==> src/icache_pkg.sv <==
package icache_pkg;

  // direct-mapped icache, 8 KB
  // 128 lines of 64 bytes, fetch word and memory beat both 32 bits
  // address split: tag 31..13, index 12..6, word 5..2, byte 1..0

  // full byte address on the fetch and memory sides
  typedef logic [31:0] addr_t;

  // one instruction, also one memory beat
  typedef logic [31:0] word_t;

  // line tag from address bits 31..13
  typedef logic [18:0] tag_t;

  // line number from address bits 12..6
  typedef logic [6:0] index_t;

  // word within a line from address bits 5..2
  typedef logic [3:0] beat_t;

  // lines in the cache
  localparam int LINE_COUNT = 128;

  // 32-bit words per 64-byte line
  localparam int BEATS_PER_LINE = 16;

  // burst length minus one, as driven on mem_rlen_o
  localparam logic [7:0] BURST_LEN_LINE = 8'd15;
  localparam logic [7:0] BURST_LEN_SINGLE = 8'd0;

  // everything below this address bypasses the arrays
  localparam addr_t UNCACHE_LIMIT = 32'h8000_0000;

  // controller states
  // RST: one cycle after reset before taking requests
  // IDLE: samples a new fetch request
  // LOOKUP: tag compare, ack on hit, may sample the next request
  // REFILL: 16-beat line burst from memory
  // UNCACHE: single-beat read, bypasses the arrays
  // UNCACHE_DONE: returns the captured word with the ack
  typedef enum logic [2:0] {
    CTRL_RST,
    CTRL_IDLE,
    CTRL_LOOKUP,
    CTRL_REFILL,
    CTRL_UNCACHE,
    CTRL_UNCACHE_DONE
  } ctrl_state_t;

endpackage

==> src/icache_beat_counter.sv <==
`timescale 1ns/10ps

module icache_beat_counter (
  input  logic               clk,
  input  logic               rst,
  // back to word 0 before a new burst
  input  logic               clear_i,
  // one accepted memory beat
  input  logic               beat_i,
  output icache_pkg::beat_t  count_o,
  output logic               last_o
);

  // word number of the next beat to be written
  icache_pkg::beat_t count_q;

  // clear wins over a beat in the same cycle
  always_ff @(posedge clk) begin
    if (rst) begin
      count_q <= '0;
    end else if (clear_i) begin
      count_q <= '0;
    end else if (beat_i) begin
      // wraps to zero after the last word of the line
      count_q <= count_q + 1'b1;
    end
  end

  assign count_o = count_q;

  // high during the final beat of a line burst
  assign last_o = (count_q == icache_pkg::beat_t'(icache_pkg::BEATS_PER_LINE - 1));

endmodule

==> config.mk <==
export PLATFORM = sky130hd
export DESIGN_NAME = icache_beat_counter
export DESIGN_NICKNAME = d
export VERILOG_FILES = /design/src/icache_pkg.sv /design/src/icache_beat_counter.sv
export SDC_FILE = /design/constraint.sdc
export NUM_CORES = 1
export LEC_CHECK = 0
export BUFFER_PORTS_ARGS = -buffer_cell sky130_fd_sc_hd__buf_2
export CAP_MARGIN = 30
export CORE_AREA = 5 5 42 44
export CTS_CLUSTER_SIZE = 14
export DETAILED_ROUTE_END_ITERATION = 8
export DIE_AREA = 0 0 47 49
export PLACE_DENSITY_LB_ADDON = 0.15
export SLEW_MARGIN = 20
export SYNTH_ARGS = -nofsm -noshare
export SYNTH_HDL_FRONTEND = slang
export SYNTH_SLANG_ARGS = --single-unit
==> constraint.sdc <==
create_clock -name clk -period 1.73 [get_ports clk]
set_input_delay 0.173 -clock clk [delete_from_list [all_inputs] [get_ports clk]]
set_output_delay 0.173 -clock clk [all_outputs]
set_load 0.01 [all_outputs]
==> summary.txt <==
Final layout
  – Layout area overhead: 44.9%
  – Utilization after layout: 19.0%
  – Number of flip-flops under the largest register name: 4
  – Number of nets in the final layout: 36
  – Share of layout cells above drive strength 1: 44.8%
  – Antenna Cells: 0
  – Number of standard cells in the layout, taps in and fillers out: 45

Clocking
  – Maximum clock path buffer count: 2
  – Maximum level of the CTS H-tree: 1
  – Clock net sink count: 4
  – Resized cells post-CTS: 0
  – TritonCTS clock tree: built
  – Clock-pin transition on the worst setup and hold timing paths: 0.04 ns
  – CTS Buf Count: 3
  – Clk root buf: clkbuf_4
  – Worst-Skew Late Latency: 0.23 ns
  – Quantity of hold-fixing buffers added after cts: 0
  – Number of setup buffers added after CTS: 0

Setup path
  – Type of destination of the critical path: primary output
  – Crit path largest cell delay: 0.34 ns
  – Worst Path Class, Setup: reg2out
  – Worst R2R Path Depth: 3
  – Crit-path leading delay family: flip-flops
  – Total buffers and inverters traversed by the critical path: 1
  – WP data arrival: 1.12 ns
  – Critical path required time: 1.56 ns
  – Max Fanout on Critical Path: 4
  – Cell Chain, Critical Path: ha_1, and3_1, buf_2
  – Cell count along the critical path: 3
  – Startpoint Class: register
  – Slowest cell on the critical path: dfxtp_1

Timing
  – Setup repair after global routing missed its margin: no
  – Final total negative setup slack: 0 ns
  – Part of the cycle the worst path needs: 74.8%
  – Worst slew pin tran: 0.162 ns
  – Number of hold-slack violations in the final timing report: 0
  – Worst-case clock skew: 0.00185 ns
  – Tmin final: 1.29 ns
  – Maximum clock frequency: 0.772 GHz
  – Final number of max-transition violations: 0
  – Worst slew margin relative to its limit: 89.2%
  – Number of setup violations in the final report: 0

GRT
  – Global-route wire length before repair: 703 um
  – Initial antenna violation count: 0
  – Global-route usage over all layers: 4.86%
  – Pin count of the biggest net entering global routing: 6
  – Number of global-route vias before repair: 155
  – Grt ovf: 0

Min path
  – Hold-critical path depth: 3
  – Path type of the worst min-delay path: in2reg

Run status
  – Result of the run: finished, final reports clean

Yosys
  – Share of synthesized flip-flops with an asynchronous set or reset: 0%
  – Most frequently used cell type in the post-synthesis netlist: dfxtp_1
  – Post-synthesis cell area: 184 um^2
  – Proportion of netlist area held by the largest area contributor: 43.5%
  – Number of different library cells in the post-synthesis netlist: 14
  – Most instantiated flip-flop cell in the synthesis netlist: dfxtp_1
  – Flop and latch count out of synthesis: 4
  – Cell taking the most area after synthesis: dfxtp_1
  – Number of warnings issued by yosys: 0
  – Synth Area per Inst: 10.2 um^2
  – Portion of the post-synthesis area used by sequential elements: 43.5%
  – Post-synthesis instance total: 18
  – Syn_nets: 23
  – Number of synthesized flops with an enable pin: 0
  – Top cells by instance count after synthesis: dfxtp_1, nor2_1
  – Largest cells by area after synthesis: dfxtp_1, ha_1, mux2_1

Die
  – Horiz. Die Dim: 47 um
  – Starting utilization of the core area: 13.1%
  – Core outline area: 0.00140 mm^2
  – Die outline height: 49 um
  – Total I/O pin count: 9
  – Row count: 14
  – Die Area: 0.00230 mm^2

Detailed routing
  – Detailed-route DRC error count: 0
  – Routed vias/inst: 3.87
  – Via count: 174
  – Detailed Routing Iterations Pass 1: 1
  – Number of nets still failing antenna checks after routing: 0
  – Avg WL per Cell: 9.47 um
  – Final WL: 426 um
  – 1st-iter DRT viols: 0

Pwr
  – P_leak: 0.129 nW
  – Power Total: 0.000230 W
  – Maximum resistive drop on vdd: 273 uV
  – PD cells: 863 mW/mm^2

Place
  – Dpl cells: 42
  – Global placer's final weighted congestion: 0.672
  – Port Buf Inserts: 8

Flow run
  – Maximum capacitance violations: 0
## cell families after synthesis
group	after synthesis	synth area share [%]
fa+ha+maj	1	6.80
flops	4	43.5
simple gates	8	25.2
compound gates	2	8.16
mux	2	11.6
xor+xnor	1	4.76
## per-stage QoR
step                      setup WS (ns)  instance area (um^2)  hold slack (ns)
after CTS                         0.423                   267            0.250
after global placement            0.685                   244            0.500
after detailed placement          0.678                   244            0.497
final                             0.435                   267            0.251
after global routing              0.370                   267            0.281
after floorplan                   0.750                   184            0.310
## path summary, 6_finish.rpt
check                     startpoint                       to  slack (ns)
min reg2reg  count_o[1]$_SDFFE_PP0P_  count_o[1]$_SDFFE_PP0P_        0.54
min                          clear_i  count_o[2]$_SDFFE_PP0P_        0.25
max          count_o[0]$_SDFFE_PP0P_                   last_o        0.44
max reg2reg  count_o[0]$_SDFFE_PP0P_  count_o[2]$_SDFFE_PP0P_        0.78
## report_power, final
| group | internal, W | total [W] | switching, W |
|---|---|---|---|
| Clock | 0.0000778 | 0.000118 | 0.0000403 |
| Combinational | 0.00000782 | 0.0000157 | 0.00000784 |
| Sequential | 0.0000943 | 0.0000963 | 0.00000193 |
## cells in the final DEF, fill, tap and decap left out
| master | instances |
|---|---|
| ha_1 | 1 |
| nor2_1 | 2 |
| nor3_1 | 1 |
| xnor2_1 | 1 |
| or2_2 | 1 |
| clkbuf_4 | 3 |
| a21oi_1 | 1 |
| mux2_1 | 1 |
| a21bo_2 | 1 |
| mux2i_1 | 1 |
| and3_1 | 1 |
| nand3b_1 | 1 |
| buf_2 | 8 |
| nand4_1 | 1 |
| dfxtp_1 | 4 |
| nor3b_1 | 1 |
## worst register-to-register path: stages, from the launching register on
cell and delay, ns:
dfxtp_1 0.34, ha_1 0.24, a21bo_2 0.21, a21oi_1 0.10
## metal layers
| layer | share of wire [%] | up-vias | global-route usage, % |
|---|---|---|---|
| li1 | - | 87 | - |
| met1 | 43 | 75 | 5.95 |
| met2 | 39 | 8 | 4.07 |
| met3 | 12 | 4 | 3.32 |
| met4 | 5.2 | 0 | 6.91 |
| met5 | 0 | - | 0 |
## final cells by class
class / count / area, um^2
repair buffers: 8 / 40.0
well taps: 16 / 20.0
fillers: 166 / 1130
flip-flops and latches: 4 / 80.1
clock buffers: 3 / 22.5
multi-input cells: 14 / 104
(Power assumes the default switching activity.)
