File: src/icache_pkg.sv
package icache_pkg;

  // direct-mapped icache, 8 KB
  // 128 lines of 64 bytes, fetch word and memory beat both 32 bits
  // address split: tag 31..13, index 12..6, word 5..2, byte 1..0

  // full byte address on the fetch and memory sides
  typedef logic [31:0] addr_t;

  // one instruction, also one memory beat
  typedef logic [31:0] word_t;

  // line tag from address bits 31..13
  typedef logic [18:0] tag_t;

  // line number from address bits 12..6
  typedef logic [6:0] index_t;

  // word within a line from address bits 5..2
  typedef logic [3:0] beat_t;

  // lines in the cache
  localparam int LINE_COUNT = 128;

  // 32-bit words per 64-byte line
  localparam int BEATS_PER_LINE = 16;

  // burst length minus one, as driven on mem_rlen_o
  localparam logic [7:0] BURST_LEN_LINE = 8'd15;
  localparam logic [7:0] BURST_LEN_SINGLE = 8'd0;

  // everything below this address bypasses the arrays
  localparam addr_t UNCACHE_LIMIT = 32'h8000_0000;

  // controller states
  // RST: one cycle after reset before taking requests
  // IDLE: samples a new fetch request
  // LOOKUP: tag compare, ack on hit, may sample the next request
  // REFILL: 16-beat line burst from memory
  // UNCACHE: single-beat read, bypasses the arrays
  // UNCACHE_DONE: returns the captured word with the ack
  typedef enum logic [2:0] {
    CTRL_RST,
    CTRL_IDLE,
    CTRL_LOOKUP,
    CTRL_REFILL,
    CTRL_UNCACHE,
    CTRL_UNCACHE_DONE
  } ctrl_state_t;

endpackage

File: src/icache_ctrl.sv
`timescale 1ns/10ps

module icache_ctrl (
  input  logic                clk,
  input  logic                rst,
  // fetch side
  input  logic                fetch_req_i,
  input  icache_pkg::addr_t   fetch_addr_i,
  output logic                fetch_ack_o,
  // from tag array and beat counter
  input  logic                hit_i,
  input  logic                beat_last_i,
  // memory return path
  input  logic                mem_rready_i,
  input  icache_pkg::word_t   mem_rdata_i,
  // to the arrays and counter
  output icache_pkg::index_t  req_index_o,
  output icache_pkg::tag_t    req_tag_o,
  output logic                beat_clear_o,
  output logic                beat_en_o,
  output logic                tag_write_o,
  output logic                data_wen_o,
  output icache_pkg::word_t   uncache_data_o,
  output logic                uncache_sel_o,
  // memory request
  output icache_pkg::addr_t   mem_raddr_o,
  output logic [7:0]          mem_rlen_o,
  output logic                mem_rvalid_o
);

  icache_pkg::ctrl_state_t state_q;

  // sampled request fields
  icache_pkg::tag_t   req_tag_q;
  icache_pkg::index_t req_index_q;
  icache_pkg::beat_t  req_beat_q;

  // memory request registers
  icache_pkg::addr_t  mem_raddr_q;
  logic [7:0]         mem_rlen_q;
  logic               mem_rvalid_q;

  // word returned by an uncached read
  icache_pkg::word_t  uncache_data_q;

  icache_pkg::addr_t  req_addr;
  logic               req_uncached;
  logic               in_lookup;
  logic               lookup_hit;
  logic               lookup_miss;
  logic               lookup_uncache;
  logic               sample_req;
  logic               mem_beat;
  logic               refill_beat;

  assign req_addr = {req_tag_q, req_index_q, req_beat_q, 2'b00};

  // uncached region is everything below the limit
  assign req_uncached = (req_addr < icache_pkg::UNCACHE_LIMIT);

  assign in_lookup = (state_q == icache_pkg::CTRL_LOOKUP);
  assign lookup_hit = in_lookup && !req_uncached && hit_i;
  assign lookup_miss = in_lookup && !req_uncached && !hit_i;
  assign lookup_uncache = in_lookup && req_uncached;

  // new request taken in idle, or right behind a hit
  assign sample_req = (state_q == icache_pkg::CTRL_IDLE) || lookup_hit;

  // beat accepted by the memory side
  assign mem_beat = mem_rvalid_q && mem_rready_i;
  assign refill_beat = (state_q == icache_pkg::CTRL_REFILL) && mem_beat;

  // request fields, held while a miss is being serviced
  always_ff @(posedge clk) begin
    if (sample_req) begin
      req_tag_q <= fetch_addr_i[31:13];
      req_index_q <= fetch_addr_i[12:6];
      req_beat_q <= fetch_addr_i[5:2];
    end
  end

  always_ff @(posedge clk) begin
    if (rst) begin
      state_q <= icache_pkg::CTRL_RST;
      mem_rvalid_q <= 1'b0;
    end else begin
      case (state_q)
        icache_pkg::CTRL_RST: begin
          state_q <= icache_pkg::CTRL_IDLE;
        end
        icache_pkg::CTRL_IDLE: begin
          if (fetch_req_i) begin
            state_q <= icache_pkg::CTRL_LOOKUP;
          end
        end
        icache_pkg::CTRL_LOOKUP: begin
          if (req_uncached) begin
            state_q <= icache_pkg::CTRL_UNCACHE;
            mem_rvalid_q <= 1'b1;
          end else if (hit_i) begin
            // stay here if the core has the next request ready
            state_q <= fetch_req_i ? icache_pkg::CTRL_LOOKUP : icache_pkg::CTRL_IDLE;
          end else begin
            state_q <= icache_pkg::CTRL_REFILL;
            mem_rvalid_q <= 1'b1;
          end
        end
        icache_pkg::CTRL_REFILL: begin
          // back through idle, the held request then hits
          if (mem_beat && beat_last_i) begin
            state_q <= icache_pkg::CTRL_IDLE;
            mem_rvalid_q <= 1'b0;
          end
        end
        icache_pkg::CTRL_UNCACHE: begin
          if (mem_beat) begin
            state_q <= icache_pkg::CTRL_UNCACHE_DONE;
            mem_rvalid_q <= 1'b0;
          end
        end
        icache_pkg::CTRL_UNCACHE_DONE: begin
          state_q <= icache_pkg::CTRL_IDLE;
        end
        default: begin
          state_q <= icache_pkg::CTRL_IDLE;
        end
      endcase
    end
  end

  // address and length, stable until the last beat
  always_ff @(posedge clk) begin
    if (lookup_miss) begin
      // line base, 16 beats
      mem_raddr_q <= {req_tag_q, req_index_q, 6'b0};
      mem_rlen_q <= icache_pkg::BURST_LEN_LINE;
    end else if (lookup_uncache) begin
      // exact word, one beat
      mem_raddr_q <= req_addr;
      mem_rlen_q <= icache_pkg::BURST_LEN_SINGLE;
    end
  end

  // capture the single uncached beat
  always_ff @(posedge clk) begin
    if ((state_q == icache_pkg::CTRL_UNCACHE) && mem_beat) begin
      uncache_data_q <= mem_rdata_i;
    end
  end

  assign fetch_ack_o = lookup_hit || (state_q == icache_pkg::CTRL_UNCACHE_DONE);
  assign uncache_sel_o = (state_q == icache_pkg::CTRL_UNCACHE_DONE);
  assign uncache_data_o = uncache_data_q;

  assign req_index_o = req_index_q;
  assign req_tag_o = req_tag_q;

  // counter starts at word 0 for each refill
  assign beat_clear_o = lookup_miss;
  assign beat_en_o = refill_beat;
  assign data_wen_o = refill_beat;
  // tag goes valid together with the last data word
  assign tag_write_o = refill_beat && beat_last_i;

  assign mem_raddr_o = mem_raddr_q;
  assign mem_rlen_o = mem_rlen_q;
  assign mem_rvalid_o = mem_rvalid_q;

endmodule

File: config.mk
export PLATFORM = sky130hd
export DESIGN_NAME = icache_ctrl
export DESIGN_NICKNAME = d
export VERILOG_FILES = /design/src/icache_pkg.sv /design/src/icache_ctrl.sv
export SDC_FILE = /design/constraint.sdc
export NUM_CORES = 1
export LEC_CHECK = 0
export BUFFER_PORTS_ARGS = -buffer_cell sky130_fd_sc_hd__buf_2
export CORE_UTILIZATION = 40
export DETAILED_ROUTE_END_ITERATION = 6
export PLACE_DENSITY = 0.75
export RECOVER_POWER = 100
export SYNTH_ARGS = -nofsm -noshare
export SYNTH_HDL_FRONTEND = slang
export SYNTH_SLANG_ARGS = --single-unit
File: constraint.sdc
create_clock -name clk -period 3.65 [get_ports clk]
set_input_delay 0.73 -clock clk [delete_from_list [all_inputs] [get_ports clk]]
set_output_delay 0.73 -clock clk [all_outputs]
set_load 0.1 [all_outputs]
==> flow_metrics.env, run 1 <==
export IMPL_switching_share=0.4418
export IMPL_final_setup_tns_ns=0
export IMPL_most_frequent_standard_cell_in_the_layout_excluding_fill_and_tap_cells="clkbuf_1"
export IMPL_ctsLongestPathBuffers=2
export IMPL_synth_avg_cell_area_um2=18.35
export IMPL_max_slew_margin_rel=-0.08928
export IMPL_final_net_count=424
export IMPL_p_comb_frac=0.344
export IMPL_die_height_um=94.12
export IMPL_critical_path_startpoint="state_q[0]"
export IMPL_core_rowCount=33
export IMPL_cts_post_setup_buffers_inserted=0
export IMPL_dr_wl_met3_um=728
export IMPL_die_area_um2=8859
export IMPL_drt_pass1_iterations=4
export IMPL_min_from="req_beat_q[0]"
export IMPL_finalInstanceArea_um2=4342
export IMPL_layout_cells_most_common_list="clkbuf_1, edfxtp_1, buf_2, and2_1"
export IMPL_wl_per_cell_um=14.13
export IMPL_rrSetupSlack_ns=0.95
export IMPL_critical_path_start_type="flop"
export IMPL_ctsResizeCount=0
export IMPL_gp_congestion=0.7089
export IMPL_global_route_usage_total=0.1404
export IMPL_rsz_0062_raised_after_global_routing="false"
export IMPL_final_setup_skew_ns=0.01750
export IMPL_pin_count=175
export IMPL_maximum_frequency_from_static_timing_analysis_mhz=332.8
export IMPL_worstSetupPathType="flop to primary output"
export IMPL_post_cts_hold_buffer_count=0
export IMPL_numClockSinks=97
export IMPL_flow_area_growth_from_synthesis_pct=27.90
export IMPL_synth_distinct_cells=32
export IMPL_drive_gt1_frac=0.2430
export IMPL_detail_route_vias_per_cell=4.441
export IMPL_antenna_diode_count=0
export IMPL_internal_power_w=0.001782
export IMPL_grt_first_pass_wirelength_mm=8.983
export IMPL_hold_viol_final=0
export IMPL_hpwlAfterDp_mm=4.755
export IMPL_synthCells=185
export IMPL_leakage_nw=1.556
export IMPL_critical_path_endpoint_type="primary output"
export IMPL_required_ns=2.92
export IMPL_p_seq_frac=0.441
export IMPL_route_detailed_drc=0
export IMPL_initial_utilization=0.4131
export IMPL_clk_root_buffer_cell="clkbuf_8"
export IMPL_critical_path_max_fanout=11
export IMPL_clk_pin_slew_ns=0.10
export IMPL_holdCritPathClass="flop to flop"
export IMPL_num_vias=2056
export IMPL_antenna_violations_before_repair=0
export IMPL_crit_reg2reg_capture="mem_raddr_o[30]"
export IMPL_max_cap_violations=2
export IMPL_number_of_global_route_vias_before_repair=1836
export IMPL_route_top_layer_used="met4"
export IMPL_fp_coreArea_um2=8217
export IMPL_die_width_um=94.12
export IMPL_timing_critical_path_arrival_ns=2.27
export IMPL_gr_total_overflow=0
export IMPL_timing_final_setup_violations=0
export IMPL_m1WireLength_mm=2.560
export IMPL_placement_cell_area_um2=4298
export IMPL_ff2ff_path_depth=3
export IMPL_worst_skew_pair_late_latency_ns=0.35
export IMPL_cts_inserted_buffers=9
export IMPL_crit_reg2reg_launch="state_q[1]"
export IMPL_met2_wirelength_mm=3.126
export IMPL_yosys_register_bits=97
export IMPL_hold_slack_ns=0.4665
export IMPL_pwr_share_clk=0.215
export IMPL_failed_checks="max-capacitance violations, max-slew violations"
export IMPL_number_of_buffer_cells_added_on_primary_ports=166
export IMPL_holdPathStages=1
export IMPL_tightestPinTransition_ns=1.634
export IMPL_synth_cell_area_um2=3395
export IMPL_ant_nets=0
export IMPL_cellPowerDensity_nw_per_um2=735.3
export IMPL_maximum_number_of_pins_on_one_net_before_global_route_repair=53
export IMPL_maxSlewViolCount=86
export IMPL_drtIter0Drc=72
export IMPL_worst_ir_drop_vdd_mv=0.6670
export IMPL_htree_depth=3
export IMPL_outcome="finished with violations"
export IMPL_total_switching_power_w=0.001410
export IMPL_synth_seq_area_share=0.8316
export IMPL_ys_warnings_count=0
export IMPL_route_final_wire_length_mm=6.541
export IMPL_tritoncts="built"
export IMPL_final_period_minus_worst_setup_slack_ns=3.004
export IMPL_final_period_utilization=0.8231
export IMPL_whs_endpoint="mem_raddr_o[2]"
[Yosys cell counts, drive strengths merged]
master | n | area share
nor2 | 11 | 0.012
nor3b | 1 | 0.0022
a21bo | 1 | 0.0029
nor2b | 2 | 0.0037
or3b | 1 | 0.0033
dfxtp | 9 | 0.053
clkbuf | 1 | 0.0011
or3 | 1 | 0.0018
o21ai | 2 | 0.0029
nand2b | 3 | 0.0077
a22oi | 1 | 0.0022
conb | 1 | 0.0011
a21oi | 3 | 0.0044
a31oi | 2 | 0.0037
clkinv | 1 | 0.0026
nand4b | 1 | 0.0026
nand2 | 2 | 0.0022
nand3b | 1 | 0.0022
inv | 1 | 0.0011
a311oi | 1 | 0.0026
a211oi | 3 | 0.0081
a22o | 4 | 0.010
and2 | 28 | 0.052
edfxtp | 88 | 0.78
or2 | 1 | 0.0018
o21bai | 1 | 0.0022
nor3 | 1 | 0.0015
buf | 13 | 0.030
[registers in the layout (all words and copies together) (netlist names)]
| signal | flops |
|---|---|
| uncache_data_o | 32 |
| mem_raddr_o | 30 |
| req_beat_q | 4 |
| state_q | 3 |
| req_index_o | 7 |
| mem_rlen_o | 1 |
| req_tag_o | 19 |
| mem_rvalid_o | 1 |
[per-stage QoR]
stage / setup WS [ns] / instances / utilization / total power, W
after floorplan: 0.1999 / 190 / - / 0.002422
after global placement: 1.363 / 448 / 0.5231 / 0.002559
after detailed placement: 1.345 / 448 / 0.5231 / 0.002572
after CTS: 0.9444 / 463 / 0.5464 / 0.003250
after global routing: 0.4884 / 463 / 0.5284 / 0.003292
final: 0.6456 / 463 / 0.5284 / 0.003192
[worst max-delay path, cell delays in order (launching register included)]
cell and delay, ns:
dfxtp_1 0.56, nor2b_1 0.31, and2_1 0.19, clkbuf_1 0.86
[routing by layer]
metal / track usage / up-vias
met1: 0.1549 / 927
met5: 0 / -
met4: 0.06538 / 0
met2: 0.2324 / 116
met3: 0.06149 / 11
li1: - / 1002
[logic make-up after synthesis]
group                  count (synthesis)  synth area share
DFF                                   97            0.8315
and+or+nand+nor                       53           0.09289
AOI/OAI and AO/OA                     18           0.03944
buffers and inverters                 16           0.03501
other                                  1          0.001105
[how the worst max path moves through the flow]
stage | end | cells past startpoint
5_1_grt | uncache_sel_o | 3
3_5_place_dp | beat_clear_o | 4
6_report | uncache_sel_o | 3
2_1_floorplan | fetch_ack_o | 2
3_3_place_gp | beat_clear_o | 4
4_1_cts | beat_clear_o | 4
[power by group through the flow]
| stage | Sequential [W] | Clock, W | Combinational [W] |
|---|---|---|---|
| 2_1_floorplan | 0.00209 | 0 | 0.000327 |
| 3_5_place_dp | 0.00143 | 0 | 0.00114 |
| 5_1_grt | 0.00142 | 0.000738 | 0.00113 |
| 6_report | 0.00141 | 0.000685 | 0.00110 |
| 3_3_place_gp | 0.00142 | 0 | 0.00113 |
| 4_1_cts | 0.00140 | 0.000702 | 0.00114 |
[layout make-up]
cell class                 instances  area, um2
fill                             739       3875
sequential                        97       2823
timing repair buffer             167      710.7
multi-input combinational         77      478.0
tap                              105      131.4
clock buffer                      10      127.6
clock inverter                     5      63.81
inverter                           2      7.507
(Power assumes the default switching activity.)
==> run 2, diff against run 1 <==
ABC_AREA = 1   (was default)
CORE_UTILIZATION = 41   (was 40)
clock period = 2.6 ns   (was 3.65 ns; I/O delays follow)
==> run 2 against run 1 <==
  * The run now ends clean
  * Sequential share of layout area down 2.4 points
  * Final area up 3.9%
  * First-iteration DRC count down 8.3%
  * Flip-flop and latch count unchanged
  * Critical path type unchanged
  * Largest cell class unchanged
==> flow_metrics.env, run 2 <==
export IMPL_outcome="complete, no violations"
export IMPL_critical_path_startpoint="state_q[1]"
export IMPL_route_detailed_drc=0
export IMPL_max_cap_violations=0
export IMPL_die_area_um2=9164
export IMPL_tightestPinTransition_ns=1.264
export IMPL_ys_warnings_count=0
export IMPL_critical_path_max_fanout=5
export IMPL_finalInstanceArea_um2=4511
export IMPL_die_height_um=95.73
export IMPL_synth_seq_area_share=0.7836
export IMPL_synthCells=236
export IMPL_core_rowCount=33
export IMPL_fin_cells=518
export IMPL_maxSlewViolCount=0
export IMPL_clk_pin_slew_ns=0.10
export IMPL_numClockSinks=97
export IMPL_most_frequent_standard_cell_in_the_layout_excluding_fill_and_tap_cells="clkbuf_1"
export IMPL_final_setup_worst_slack_ns=0.1743
export IMPL_largest_register_ff_count=32
export IMPL_htree_depth=3
export IMPL_buffers_plus_inverters_on_the_worst_setup_path=3
export IMPL_grt_first_pass_wirelength_mm=10.27
export IMPL_rrSetupSlack_ns=0.54
export IMPL_ff2ff_path_depth=5
export IMPL_antenna_violations_before_repair=0
export IMPL_antenna_diode_count=0
export IMPL_critical_path_start_type="flop"
export IMPL_synthFlopType="edfxtp_1"
export IMPL_synth_most_common_cell="edfxtp_1"
export IMPL_synthDominantAreaCellType="edfxtp_1"
export IMPL_number_of_global_route_vias_before_repair=2113
export IMPL_maximum_number_of_pins_on_one_net_before_global_route_repair=33
export IMPL_synth_enable_flop_cells=88
export IMPL_multiplexer_share_of_the_synthesized_area=0
export IMPL_hpwlAfterDp_mm=5.466
export IMPL_synth_cell_area_um2=3602
export IMPL_ctsLongestPathBuffers=2
export IMPL_synth_adder_area_share=0
export IMPL_min_from="rst"
export IMPL_required_ns=2.08
export IMPL_post_cts_hold_buffer_count=0
export IMPL_path_cells="inv_2 > nor2_4 > nand2_4 > nor2_4 > inv_1 > nor2_4 > clkbuf_2"
export IMPL_final_setup_skew_ns=0.01079
export IMPL_combinational_family_with_the_most_area_after_synthesis="simple AND/OR/NAND/NOR gates"
export IMPL_pin_count=175
export IMPL_timing_critical_path_arrival_ns=1.91
export IMPL_hold_viol_final=0
export IMPL_critPathMaxStageDelay_ns=0.48
export IMPL_final_period_minus_worst_setup_slack_ns=2.426
export IMPL_whs_endpoint="state_q[2]"
export IMPL_synth_compound_area_share=0.01111
export IMPL_dp_cells=502
export IMPL_yosys_register_bits=97
export IMPL_synth_top_cells_by_count="edfxtp_1, inv_1, nand2_1"
export IMPL_maximum_frequency_from_static_timing_analysis_mhz=412.3
export IMPL_ctsResizeCount=0
export IMPL_drive_gt1_frac=0.2688
export IMPL_final_period_utilization=0.9329
export IMPL_dpl_worst_slack_ns=0.5541
export IMPL_number_of_buffer_cells_added_on_primary_ports=166
export IMPL_synth_distinct_cells=19
export IMPL_async_reset_ff_frac=0
export IMPL_tritoncts="built"
export IMPL_holdCritPathClass="input port to flop"
export IMPL_slowest_cp_cell="clkbuf_2"
export IMPL_initial_utilization=0.4319
export IMPL_crit_reg2reg_capture="mem_raddr_o[8]"
export IMPL_crit_reg2reg_launch="req_tag_o[18]"
export IMPL_route_final_wire_length_mm=7.392
export IMPL_ant_nets=0
export IMPL_drt_pass1_iterations=4
export IMPL_flow_area_growth_from_synthesis_pct=25.22
export IMPL_die_width_um=95.73
export IMPL_rsz_0062_raised_after_global_routing="false"
export IMPL_crit_path_frequent_cell="nor2_4"
export IMPL_post_synth_main_area_contributors="edfxtp_1, dfxtp_1, nor2_4, inv_1, nand2_1"
export IMPL_gp_congestion=0.8300
export IMPL_worstSetupPathType="flop to primary output"
export IMPL_yosys_area_share_simple=0.1337
export IMPL_worst_skew_pair_late_latency_ns=0.36
export IMPL_global_route_usage_total=0.1559
export IMPL_placement_cell_area_um2=4494
export IMPL_synth_avg_cell_area_um2=15.26
export IMPL_layout_cells_most_common_list="clkbuf_1, edfxtp_1, buf_2, inv_1, nand2_1"
export IMPL_yosysTopAreaCellShare=0.7336
export IMPL_final_net_count=478
export IMPL_detail_route_vias_per_cell=4.440
export IMPL_holdPathStages=2
export IMPL_fp_coreArea_um2=8341
export IMPL_critical_path_endpoint_type="primary output"
export IMPL_drtIter0Drc=66
export IMPL_synthXorXnorAreaFrac=0
export IMPL_timing_final_setup_violations=0
export IMPL_clk_root_buffer_cell="clkbuf_8"
export IMPL_max_slew_margin_rel=0.1613
export IMPL_wl_per_cell_um=14.27
export IMPL_num_vias=2300
export IMPL_critical_path_top_delay_family="buffers and inverters"
export IMPL_cts_post_setup_buffers_inserted=0
export IMPL_cts_inserted_buffers=9
export IMPL_gr_total_overflow=0
run 2: changes by cell type in the layout (fill, tap and decap cells not counted), sizes merged, moves of 3 or more:
cell | previous run | this run
nand3 | 0 | 6
inv | 4 | 38
nand2b | 3 | 0
a211oi | 3 | 0
nand2 | 2 | 32
a22o | 4 | 0
nor2 | 11 | 43
and2 | 28 | 0
a21oi | 3 | 6
run 2: worst max path at each step:
stage / endpoint / slack (ns) / depth (start not counted)
global placement: fetch_ack_o / 0.55 / 6
floorplan: uncache_data_o[0] / -0.44 / 2
CTS: beat_clear_o / 0.16 / 7
detailed placement: fetch_ack_o / 0.55 / 6
finish: beat_clear_o / 0.17 / 7
global route: beat_clear_o / 0.04 / 7
run 2: cell families (layout without fill, tap and decap cells):
group,Yosys count,count (layout)
flip-flops,97,97
AO/OA/AOI/OAI,8,8
AND/OR/NAND/NOR,82,82
buffers and inverters,48,220
other,1,6
run 2: final cells by class:
type	count	area, um2
repair buffers	168	724.4
multi-input cells	96	484.2
inverters	36	138.9
flip-flops and latches	97	2823
clock inverters	7	85.08
fillers	774	3830
clock buffers	9	123.9
well taps	105	131.4
run 2: layer usage:
layer / global-route usage / part of all wire
met2: 0.2738 / 0.52
met5: 0 / 0
met3: 0.04265 / 0.070
met4: 0.07587 / 0.021
met1: 0.1746 / 0.39
run 2: through the flow:
stage               TNS [ns]  utilization  hold WS, ns
detailed placement         0       0.5389       0.4660
global route               0       0.5408       0.2902
floorplan             -14.44            -       0.4925
finish                     0       0.5408       0.3224
CTS                        0       0.5639       0.3051
global placement           0       0.5389       0.4566
Power of run 2 is not shown: default switching activity piles up to over one toggle a cycle in this logic, so the estimate is an artifact.
==> run 3, diff against run 2 <==
--- a/config.mk
+++ b/config.mk
@@ -9,5 +9,7 @@
 export BUFFER_PORTS_ARGS = -buffer_cell sky130_fd_sc_hd__buf_2
-export CORE_UTILIZATION = 41
+export CAP_MARGIN = 10
+export CORE_UTILIZATION = 43
+export CTS_BUF_LIST = sky130_fd_sc_hd__clkbuf_8
 export DETAILED_ROUTE_END_ITERATION = 6
-export PLACE_DENSITY = 0.75
+export PLACE_DENSITY = 0.78
 export RECOVER_POWER = 100
==> constraint.sdc (replaced) <==
create_clock -name clk -period 2.6 [get_ports clk]
set_input_delay 0.39 -clock clk [delete_from_list [all_inputs] [get_ports clk]]
set_output_delay 0.39 -clock clk [all_outputs]
set_load 0.1 [all_outputs]
==> run 3 against run 2 <==
  * Clock skew shrank 0.0015 ns
  * Sequential share of layout area is essentially flat
  * Critical endpoint unchanged
  * Critical path type unchanged
  * Critical path depth is the same
  * Utilization grew 1.1 points
==> flow_metrics.env, run 3 (synthesis gave the netlist of run 2 again) <==
export IMPL_outcome="complete, no violations"
export IMPL_min_from="rst"
export IMPL_fp_coreArea_um2=8175
export IMPL_final_net_count=479
export IMPL_ctsResizeCount=0
export IMPL_worst_skew_pair_late_latency_ns=0.35
export IMPL_ant_nets=0
export IMPL_initial_utilization=0.4406
export IMPL_max_cap_violations=0
export IMPL_drt_pass1_iterations=4
export IMPL_hold_viol_final=0
export IMPL_largest_register_ff_count=32
export IMPL_critical_path_endpoint_type="primary output"
export IMPL_post_cts_hold_buffer_count=0
export IMPL_cts_post_setup_buffers_inserted=0
export IMPL_rsz_0062_raised_after_global_routing="false"
export IMPL_tritoncts="built"
export IMPL_finalInstanceArea_um2=4512
export IMPL_slowest_cp_cell="clkbuf_2"
export IMPL_maxSlewViolCount=0
export IMPL_final_setup_worst_slack_ns=0.2782
export IMPL_worstSetupPathType="flop to primary output"
export IMPL_route_final_wire_length_mm=7.103
export IMPL_critical_path_max_fanout=5
export IMPL_critical_path_start_type="flop"
export IMPL_maximum_frequency_from_static_timing_analysis_mhz=430.7
export IMPL_numClockSinks=97
export IMPL_cts_inserted_buffers=9
export IMPL_core_rowCount=33
export IMPL_timing_final_setup_violations=0
export IMPL_die_area_um2=8747
export IMPL_ctsLongestPathBuffers=2
export IMPL_clk_pin_slew_ns=0.09
export IMPL_most_frequent_standard_cell_in_the_layout_excluding_fill_and_tap_cells="clkbuf_1"
export IMPL_clk_root_buffer_cell="clkbuf_8"
export IMPL_critical_path_top_delay_family="buffers and inverters"
export IMPL_drtIter0Drc=84
export IMPL_die_height_um=93.53
export IMPL_max_slew_margin_rel=0.1922
export IMPL_global_route_usage_total=0.1603
export IMPL_placement_cell_area_um2=4499
export IMPL_pin_count=175
export IMPL_crit_path_frequent_cell="nor2_4"
export IMPL_antenna_violations_before_repair=0
export IMPL_path_cells="inv_1 > nor2_4 > nand2_4 > nor2_4 > inv_1 > nor2_4 > clkbuf_2"
export IMPL_wl_per_cell_um=13.69
export IMPL_final_period_minus_worst_setup_slack_ns=2.322
export IMPL_dpl_worst_slack_ns=0.7337
export IMPL_critPathMaxStageDelay_ns=0.48
export IMPL_fin_util=0.5519
export IMPL_drive_gt1_frac=0.2729
export IMPL_route_detailed_drc=0
export IMPL_hpwlAfterDp_mm=5.246
export IMPL_tightestPinTransition_ns=1.217
export IMPL_flow_area_growth_from_synthesis_pct=25.25
export IMPL_gp_congestion=0.7821
export IMPL_critical_path_startpoint="state_q[1]"
export IMPL_buffers_plus_inverters_on_the_worst_setup_path=3
export IMPL_layout_cells_most_common_list="clkbuf_1, edfxtp_1, buf_2, inv_1, nand2_1"
export IMPL_antenna_diode_count=0
export IMPL_crit_reg2reg_launch="req_tag_o[18]"
export IMPL_die_width_um=93.53
export IMPL_detail_route_vias_per_cell=4.316
export IMPL_holdCritPathClass="input port to flop"
export IMPL_number_of_global_route_vias_before_repair=2065
export IMPL_timing_critical_path_arrival_ns=1.93
export IMPL_required_ns=2.21
export IMPL_final_period_utilization=0.8930
export IMPL_num_vias=2240
export IMPL_htree_depth=3
export IMPL_final_setup_skew_ns=0.009317
export IMPL_gr_total_overflow=0
export IMPL_number_of_buffer_cells_added_on_primary_ports=166
export IMPL_grt_first_pass_wirelength_mm=10.29
export IMPL_maximum_number_of_pins_on_one_net_before_global_route_repair=33
run 3: cell count changes in the layout (fill, tap and decap cells not counted), moves of 2 or more:
cell,delta
nor2_4,+3
clkinvlp_4,-2
clkinv_2,+3
clkbuf_1,+2
nor2_1,-5
inv_8,-2
run 3: path summary, 6_finish.rpt:
kind	cells after the start	end	slack [ns]
setup / recovery	7	beat_clear_o	0.28
hold reg to reg	2	mem_raddr_o[2]	0.47
hold / removal	2	state_q[2]	0.20
setup reg to reg	4	mem_raddr_o[15]	0.56
run 3: cell type report:
cell class | instances | area, um2
Fill cell | 740 | 3664
Sequential cell | 97 | 2823
Timing Repair Buffer | 169 | 726.9
Multi-Input combinational cell | 96 | 525.5
Inverter | 36 | 136.4
Tap cell | 105 | 131.4
Clock buffer | 9 | 123.9
Clock inverter | 7 | 45.04
run 3: through the flow:
stage               hold slack (ns)  instances  TNS (ns)
global route                 0.1839        519         0
detailed placement           0.4577        503         0
floorplan                    0.4591        241   -0.5818
finish                       0.1971        519         0
CTS                          0.1780        519         0
global placement             0.4541        503         0
run 3: layer usage:
metal / up-vias / routed length [um] / GRT usage
met1: 1042 / 2851 / 0.1845
met5: - / 0 / 0
li1: 1114 / - / -
met3: 11 / 379 / 0.03496
met2: 73 / 3742 / 0.2825
met4: 0 / 129 / 0.07692
Power of run 3 is left out for the same reason.
